## config.mk

```make
export PLATFORM = sky130hd
export DESIGN_NAME = fetch_top
export DESIGN_NICKNAME = d
export VERILOG_FILES = /design/src/fetch_pkg.sv /design/src/fetch_top.sv /design/src/fetch_buffer.sv /design/src/fetch_stage.sv /design/src/icache_ctrl.sv /design/src/icache_mem.sv
export SDC_FILE = /design/constraint.sdc
export NUM_CORES = 2
export LEC_CHECK = 0
export BUFFER_PORTS_ARGS = -buffer_cell sky130_fd_sc_hd__buf_4
export CORE_MARGIN = 4
export CORE_UTILIZATION = 60
export CTS_BUF_LIST = sky130_fd_sc_hd__clkbuf_2
export CTS_CLUSTER_SIZE = 30
export DETAILED_ROUTE_END_ITERATION = 6
export PLACE_DENSITY_LB_ADDON = 0.1
export SYNTH_ARGS = -nofsm -noshare
export SYNTH_HDL_FRONTEND = slang
export SYNTH_HIERARCHICAL = 1
export SYNTH_SLANG_ARGS = --single-unit
```

## constraint.sdc

```tcl
create_clock -name clock -period 25.3 [get_ports clock]
set_clock_uncertainty 0.2 [all_clocks]
set_input_delay 6.325 -clock clock [delete_from_list [all_inputs] [get_ports clock]]
set_output_delay 6.325 -clock clock [all_outputs]
set_load 0.02 [all_outputs]
```

## src/fetch_pkg.sv

```systemverilog
package fetch_pkg;

  localparam int num_lines   = 32;
  localparam int fb_depth    = 8;
  localparam int fetch_width = 2;

  // Address and data widths
  typedef logic [63:0] addr_t;
  typedef logic [31:0] inst_t;
  typedef logic [63:0] block_t;    // Lower word at lower address

  // Memory transaction tag, zero means none
  typedef logic [3:0]  mem_tag_t;

  // Cache address split: tag [15:8], index [7:3], offset [2:0]
  typedef logic [4:0]  cache_idx_t;
  typedef logic [7:0]  cache_tag_t;

  // Fetch buffer bookkeeping
  typedef logic [2:0]  fb_ptr_t;
  typedef logic [3:0]  fb_cnt_t;   // Holds 0 to fb_depth

  localparam addr_t reset_pc = 64'h0;

  typedef enum logic [1:0] {
    bus_none = 2'h0,
    bus_load = 2'h1
  } bus_cmd_e;

  typedef enum logic [1:0] {
    st_idle      = 2'h0,
    st_request   = 2'h1,
    st_wait_fill = 2'h2
  } ctrl_state_e;

endpackage
```

## src/fetch_top.sv

```systemverilog
module fetch_top import fetch_pkg::*; (
  input  logic     clock,
  input  logic     rst_n,
  input  mem_tag_t mem2proc_response,
  input  block_t   mem2proc_data,
  input  mem_tag_t mem2proc_tag,
  output bus_cmd_e proc2mem_command,
  output addr_t    proc2mem_addr,
  input  logic     redirect,
  input  addr_t    redirect_pc,
  input  logic     take,
  output logic     out_valid,
  output addr_t    out_pc,
  output inst_t    out_ir
);

  // Cache array wires
  block_t     rd_data;
  logic       rd_valid;
  cache_idx_t rd_idx;
  cache_idx_t wr_idx;
  cache_tag_t rd_tag;
  cache_tag_t wr_tag;
  logic       wr_en;

  // Fetch path
  addr_t                   fetch_addr;
  block_t                  block_data;
  logic                    block_valid;
  logic  [fetch_width-1:0] ins_valid;
  addr_t [fetch_width-1:0] ins_pc;
  inst_t [fetch_width-1:0] ins_ir;
  logic                    has_room;

  icache_mem icache_mem_0 (
    .clock    (clock),
    .rst_n    (rst_n),
    .wr_en    (wr_en),
    .wr_idx   (wr_idx),
    .wr_tag   (wr_tag),
    .wr_data  (mem2proc_data),   // Fill straight from the bus
    .rd_idx   (rd_idx),
    .rd_tag   (rd_tag),
    .rd_data  (rd_data),
    .rd_valid (rd_valid)
  );

  icache_ctrl icache_ctrl_0 (
    .clock             (clock),
    .rst_n             (rst_n),
    .fetch_addr        (fetch_addr),
    .mem2proc_response (mem2proc_response),
    .mem2proc_tag      (mem2proc_tag),
    .mem2proc_data     (mem2proc_data),
    .rd_data           (rd_data),
    .rd_valid          (rd_valid),
    .proc2mem_command  (proc2mem_command),
    .proc2mem_addr     (proc2mem_addr),
    .block_data        (block_data),
    .block_valid       (block_valid),
    .rd_idx            (rd_idx),
    .wr_idx            (wr_idx),
    .rd_tag            (rd_tag),
    .wr_tag            (wr_tag),
    .wr_en             (wr_en)
  );

  fetch_stage fetch_stage_0 (
    .clock       (clock),
    .rst_n       (rst_n),
    .block_data  (block_data),
    .block_valid (block_valid),
    .has_room    (has_room),
    .redirect    (redirect),
    .redirect_pc (redirect_pc),
    .fetch_addr  (fetch_addr),
    .ins_valid   (ins_valid),
    .ins_pc      (ins_pc),
    .ins_ir      (ins_ir)
  );

  fetch_buffer fetch_buffer_0 (
    .clock     (clock),
    .rst_n     (rst_n),
    .ins_valid (ins_valid),
    .ins_pc    (ins_pc),
    .ins_ir    (ins_ir),
    .redirect  (redirect),
    .take      (take),
    .has_room  (has_room),
    .out_valid (out_valid),
    .out_pc    (out_pc),
    .out_ir    (out_ir)
  );

endmodule

```

## src/fetch_buffer.sv

```systemverilog
module fetch_buffer import fetch_pkg::*; (
  input  logic                    clock,
  input  logic                    rst_n,
  input  logic  [fetch_width-1:0] ins_valid,
  input  addr_t [fetch_width-1:0] ins_pc,
  input  inst_t [fetch_width-1:0] ins_ir,
  input  logic                    redirect,
  input  logic                    take,
  output logic                    has_room,
  output logic                    out_valid,
  output addr_t                   out_pc,
  output inst_t                   out_ir
);

  addr_t pc_q [fb_depth];
  inst_t ir_q [fb_depth];

  fb_ptr_t                   head;
  fb_ptr_t                   tail;
  fb_cnt_t                   count;
  fb_cnt_t                   ins_cnt;
  fb_ptr_t [fetch_width-1:0] wr_ptr;
  logic                      pop;

  // Valid slots pack in order from the tail
  always_comb begin
    ins_cnt = '0;
    for (int i = 0; i < fetch_width; i++) begin
      wr_ptr[i] = tail + fb_ptr_t'(ins_cnt);
      if (ins_valid[i]) begin
        ins_cnt = ins_cnt + fb_cnt_t'(1);
      end
    end
  end

  assign has_room  = count <= fb_cnt_t'(fb_depth - fetch_width);
  assign out_valid = count != '0;
  assign out_pc    = pc_q[head];
  assign out_ir    = ir_q[head];
  assign pop       = out_valid && take;

  always_ff @(posedge clock) begin
    if (!rst_n) begin
      head  <= '0;
      tail  <= '0;
      count <= '0;
    end else if (redirect) begin
      head  <= '0;   // Flush old path
      tail  <= '0;
      count <= '0;
    end else begin
      head  <= head + fb_ptr_t'(pop);
      tail  <= tail + fb_ptr_t'(ins_cnt);
      count <= count + ins_cnt - fb_cnt_t'(pop);
    end
  end

  always_ff @(posedge clock) begin
    for (int i = 0; i < fetch_width; i++) begin
      if (ins_valid[i] && !redirect) begin
        pc_q[wr_ptr[i]] <= ins_pc[i];
        ir_q[wr_ptr[i]] <= ins_ir[i];
      end
    end
  end

  a_count_bound: assert property (@(posedge clock) disable iff (!rst_n)
    count <= fb_cnt_t'(fb_depth))
    else $error("fetch_buffer: occupancy above depth");

  // Fetch must respect the room it was given
  a_insert_room: assert property (@(posedge clock) disable iff (!rst_n)
    (ins_valid != '0) |-> has_room)
    else $error("fetch_buffer: insertion without room");

endmodule

```

## src/fetch_stage.sv

```systemverilog
module fetch_stage import fetch_pkg::*; (
  input  logic                    clock,
  input  logic                    rst_n,
  input  block_t                  block_data,
  input  logic                    block_valid,
  input  logic                    has_room,
  input  logic                    redirect,
  input  addr_t                   redirect_pc,
  output addr_t                   fetch_addr,
  output logic  [fetch_width-1:0] ins_valid,
  output addr_t [fetch_width-1:0] ins_pc,
  output inst_t [fetch_width-1:0] ins_ir
);

  addr_t pc;
  addr_t next_block_pc;
  logic  advance;

  assign fetch_addr = pc;

  // No insertion in the redirect cycle
  assign advance = block_valid && has_room && !redirect;

  // Next block boundary, wrapping inside the 64 KB space
  assign next_block_pc = {48'h0, pc[15:3] + 13'd1, 3'b000};

  // Split the block; words below the PC are skipped
  always_comb begin
    for (int i = 0; i < fetch_width; i++) begin
      ins_pc[i]    = {pc[63:3], 3'b000} + addr_t'(4 * i);
      ins_ir[i]    = block_data[32*i +: 32];
      ins_valid[i] = advance && (i >= int'(pc[2]));
    end
  end

  always_ff @(posedge clock) begin
    if (!rst_n) begin
      pc <= reset_pc;
    end else if (redirect) begin
      pc <= redirect_pc;
    end else if (advance) begin
      pc <= next_block_pc;
    end
  end

endmodule

```

## src/icache_ctrl.sv

```systemverilog
module icache_ctrl import fetch_pkg::*; (
  input  logic       clock,
  input  logic       rst_n,
  input  addr_t      fetch_addr,
  input  mem_tag_t   mem2proc_response,
  input  mem_tag_t   mem2proc_tag,
  input  block_t     mem2proc_data,
  input  block_t     rd_data,
  input  logic       rd_valid,
  output bus_cmd_e   proc2mem_command,
  output addr_t      proc2mem_addr,
  output block_t     block_data,
  output logic       block_valid,
  output cache_idx_t rd_idx,
  output cache_idx_t wr_idx,
  output cache_tag_t rd_tag,
  output cache_tag_t wr_tag,
  output logic       wr_en
);

  ctrl_state_e state;
  ctrl_state_e next_state;
  cache_idx_t  miss_idx;
  cache_tag_t  miss_tag;
  mem_tag_t    pend_tag;     // Tag memory gave the outstanding load
  logic        miss;
  logic        accepted;
  logic        fill_match;

  assign rd_idx = fetch_addr[7:3];
  assign rd_tag = fetch_addr[15:8];

  // Fill always goes to the latched miss line
  assign wr_idx = miss_idx;
  assign wr_tag = miss_tag;

  assign miss     = (state == st_idle) && !rd_valid;
  assign accepted = (state == st_request) && (mem2proc_response != '0);
  assign wr_en    = (state == st_wait_fill) && (mem2proc_tag == pend_tag);

  // Load repeats every cycle until memory takes it
  assign proc2mem_command = (state == st_request) ? bus_load : bus_none;
  assign proc2mem_addr    = {48'h0, miss_tag, miss_idx, 3'b000};

  // Forward the returning block when fetch is still waiting on it
  assign fill_match  = wr_en && (rd_idx == miss_idx) && (rd_tag == miss_tag);
  assign block_data  = fill_match ? mem2proc_data : rd_data;
  assign block_valid = rd_valid || fill_match;

  always_comb begin
    next_state = state;
    case (state)
      st_idle: begin
        if (miss) begin
          next_state = st_request;
        end
      end
      st_request: begin
        if (accepted) begin
          next_state = st_wait_fill;
        end
      end
      st_wait_fill: begin
        if (wr_en) begin
          next_state = st_idle;
        end
      end
      default: next_state = st_idle;
    endcase
  end

  always_ff @(posedge clock) begin
    if (!rst_n) begin
      state <= st_idle;
    end else begin
      state <= next_state;
    end
  end

  always_ff @(posedge clock) begin
    if (miss) begin
      miss_idx <= rd_idx;
      miss_tag <= rd_tag;
    end
    if (accepted) begin
      pend_tag <= mem2proc_response;
    end
  end

  // Never load a block the array already holds
  a_load_on_miss: assert property (@(posedge clock) disable iff (!rst_n)
    (proc2mem_command == bus_load && rd_idx == miss_idx && rd_tag == miss_tag) |-> !rd_valid)
    else $error("icache_ctrl: load issued for a block the cache holds");

endmodule

```

## src/icache_mem.sv

```systemverilog
module icache_mem import fetch_pkg::*; (
  input  logic       clock,
  input  logic       rst_n,
  input  logic       wr_en,
  input  cache_idx_t wr_idx,
  input  cache_tag_t wr_tag,
  input  block_t     wr_data,
  input  cache_idx_t rd_idx,
  input  cache_tag_t rd_tag,
  output block_t     rd_data,
  output logic       rd_valid
);

  block_t               data_q [num_lines];
  cache_tag_t           tag_q  [num_lines];
  logic [num_lines-1:0] valid_q;

  // Line becomes valid on fill
  always_ff @(posedge clock) begin
    if (!rst_n) begin
      valid_q <= '0;
    end else if (wr_en) begin
      valid_q[wr_idx] <= 1'b1;
    end
  end

  always_ff @(posedge clock) begin
    if (wr_en) begin
      data_q[wr_idx] <= wr_data;
      tag_q[wr_idx]  <= wr_tag;
    end
  end

  // Combinational lookup
  assign rd_data  = data_q[rd_idx];
  assign rd_valid = valid_q[rd_idx] && (tag_q[rd_idx] == rd_tag);

endmodule

```

==> results.yml <==
power:
  fin_total_pwr_mw: 9.84
  vdd_drop_max_mv: 0.0555
  power.density_nw_per_um2: 68.2
  swShare_pct: 24.4
  p_leak_nw: 47.4
  p_switching_mw: 2.40
  p_clk_share_pct: 33.2
  p_int_mw: 7.43
  pwr-share-comb_pct: 7.1
  seqPwrFrac_pct: 59.7
clocking:
  htree_levels: 6
  numClockSinks: 3195
  post_cts_resized: 0
  insertion_delay_ns: 2.03
  postCtsSetupRepairBufs: 0
  clockBufferDepth: 4
  path_clk_slew_ns: 0.09
  cts_hold_buf: 0
  root_buffer: "clkbuf_2"
  cts_tree: "built"
  cts_inserted_buffers: 785
sta:
  whs_ns: 0.272
  post-route-period-util_pct: 46.3
  setup_viol: 0
  final.setup.tns_ns: 0
  maxSlewHeadroom_pct: 9.48
  maxSlewViolCount: 0
  finalWorstSetupSlack_ns: 13.60
  fmaxAchievable_mhz: 85.4
  worst_pin_slew_ns: 1.36
  finalHoldViolCount: 0
  min_period_ns: 11.71
  rsz0062_at_grt: "false"
route:
  drtIter0Drc: 8292
  route.detailed.drc: 0
  wl_per_cell_um: 31.7
  drt-vias-per-instance: 6.36
  wl_um: 333000
  drt.antenna.violating_nets: 0
  vias: 66802
  dr.pass1.iters: 6
die:
  rows: 173
  core_area_um2: 222000
  die_x_um: 481
  initial_utilization_pct: 60.3
  die_h_um: 481
  dieArea_um2: 231000
  ioPinCount: 303
placed_design:
  gp_congestion: 0.751
  dp.cells: 9171
  hpwl_um: 168000
  placedInstanceArea_um2: 138000
  post-place-ws_ns: 11.63
  io_buffer_count: 248
final_layout:
  utilization_pct: 64.9
  final_common_cell: "edfxtp_1"
  area_growth_syn_to_layout_pct: 7.65
  layout-drive-gt1-share_pct: 46.6
  fill_cells: 15377
  finalNonFillerCells: 10501
  design_area_um2: 144000
  fin_nets: 7139
  final_cell_mix: "edfxtp_1 (3089), clkbuf_2 (1161), mux2_2 (902)"
worst_setup_path:
  end_kind: "flop"
  crit_type: "in2reg"
  critPathMaxFanout: 55
  rr_endpoint: "fetch_buffer_0/pc_q[6][8]"
  r2r_slack_ns: 14.42
  cp-startpoint: "mem2proc_tag[3]"
  cp_common_cell: "buf_4"
  r2r_cells: 20
  critical_path.slowest_cell: "nand3_4"
  path_cells: "buf_4 > xnor2_1 > nand4_1 > nor2_1 > nand3_4 > nand2b_1 > nand2_2 > buf_4 > nor3_1 > ha_1 > ha_1 > xor2_2 > nand3_4 > o21ai_4 > buf_4 > buf_4"
  slowest_delay_ns: 0.98
  critical_path_required_ns: 26.59
  crit_arrival_ns: 13.00
  timing.rr.start: "fetch_stage_0/fetch_addr[4]"
  worst_setup_path_start_kind: "input port"
worst_hold_path:
  hp-class: "reg2reg"
  whs_path_depth: 1
  hold_start: "icache_mem_0/valid_q[12]"
  hold_end: "icache_mem_0/valid_q[12]"
logic_synthesis:
  synthCells: 6369
  synth_area_um2: 134000
  avgSynthCellArea_um2: 21.0
  yosys_warnings: 6
grt:
  grt_usage_pct: 29.0
  grt_pass1_wl_um: 478000
  antenna_found_initial: 18
  grt_remaining_overflow: 0
  grt_max_degree: 150
  grt_pass1_vias: 68684
run_status:
  status: "completed"
run:
  maxCapViolations: 0
[routing by layer]
metal | vias to the layer above | global-route usage, % | wire, µm
met4 | 2 | 8.88 | 7890
met3 | 482 | 6.08 | 31000
met5 | - | 0 | 16
li1 | 27713 | - | -
met1 | 35234 | 40.7 | 129000
met2 | 3371 | 46.7 | 164000
[cell type report]
type                            instances  area, µm²  share of cell area (%)
Multi-Input combinational cell       2588      35800                    24.8
Antenna cell                           11       27.5                  0.0191
Tap cell                             2975       3720                    2.58
Timing Repair Buffer                  396       3050                    2.11
Inverter                               17       68.8                  0.0477
Sequential cell                      3195      94900                    65.8
Clock inverter                        158        851                   0.590
Clock buffer                         1161       5810                    4.03
[flip-flops by register name (all words and copies together), names as in the netlist]
signal,cells
icache_mem_0/valid_q,32
fetch_buffer_0/head,3
icache_ctrl_0/state,2
fetch_buffer_0/ir_q,256
icache_ctrl_0/wr_tag,8
icache_ctrl_0/pend_tag,4
fetch_buffer_0/count,4
icache_ctrl_0/wr_idx,5
fetch_buffer_0/tail,3
icache_mem_0/tag_q,256
fetch_stage_0/fetch_addr,62
fetch_buffer_0/pc_q,512
icache_mem_0/data_q,2048
[worst max-delay path by stage]
stage	end	cells past startpoint	slack, ns
2_1_floorplan	fetch_buffer_0/ir_q[0][0]	12	8.93
3_3_place_gp	fetch_buffer_0/pc_q[6][21]	16	11.71
3_5_place_dp	fetch_buffer_0/pc_q[6][21]	16	11.63
4_1_cts	out_ir[21]	4	13.58
5_1_grt	fetch_buffer_0/pc_q[6][8]	16	13.47
6_report	fetch_buffer_0/pc_q[6][8]	16	13.60
[critical path, delay by kind of cell]
family / cells / cell delay (ns)
AND/OR/NAND/NOR: 7 / 2.56
buffers and inverters: 4 / 2.07
XOR/XNOR: 2 / 0.79
AO/OA/AOI/OAI: 1 / 0.65
adder cells (fa/ha/maj): 2 / 0.49
[power by group through the flow]
stage	registers [mW]	logic [mW]	clock network (mW)
final	5.88	0.697	3.26
after global routing	5.88	0.746	3.66
after CTS	5.88	0.699	3.36
after detailed placement	6.00	0.696	0
after global placement	6.00	0.683	0
after floorplan	5.97	0.520	0
Power figures use the tool's default switching activity.
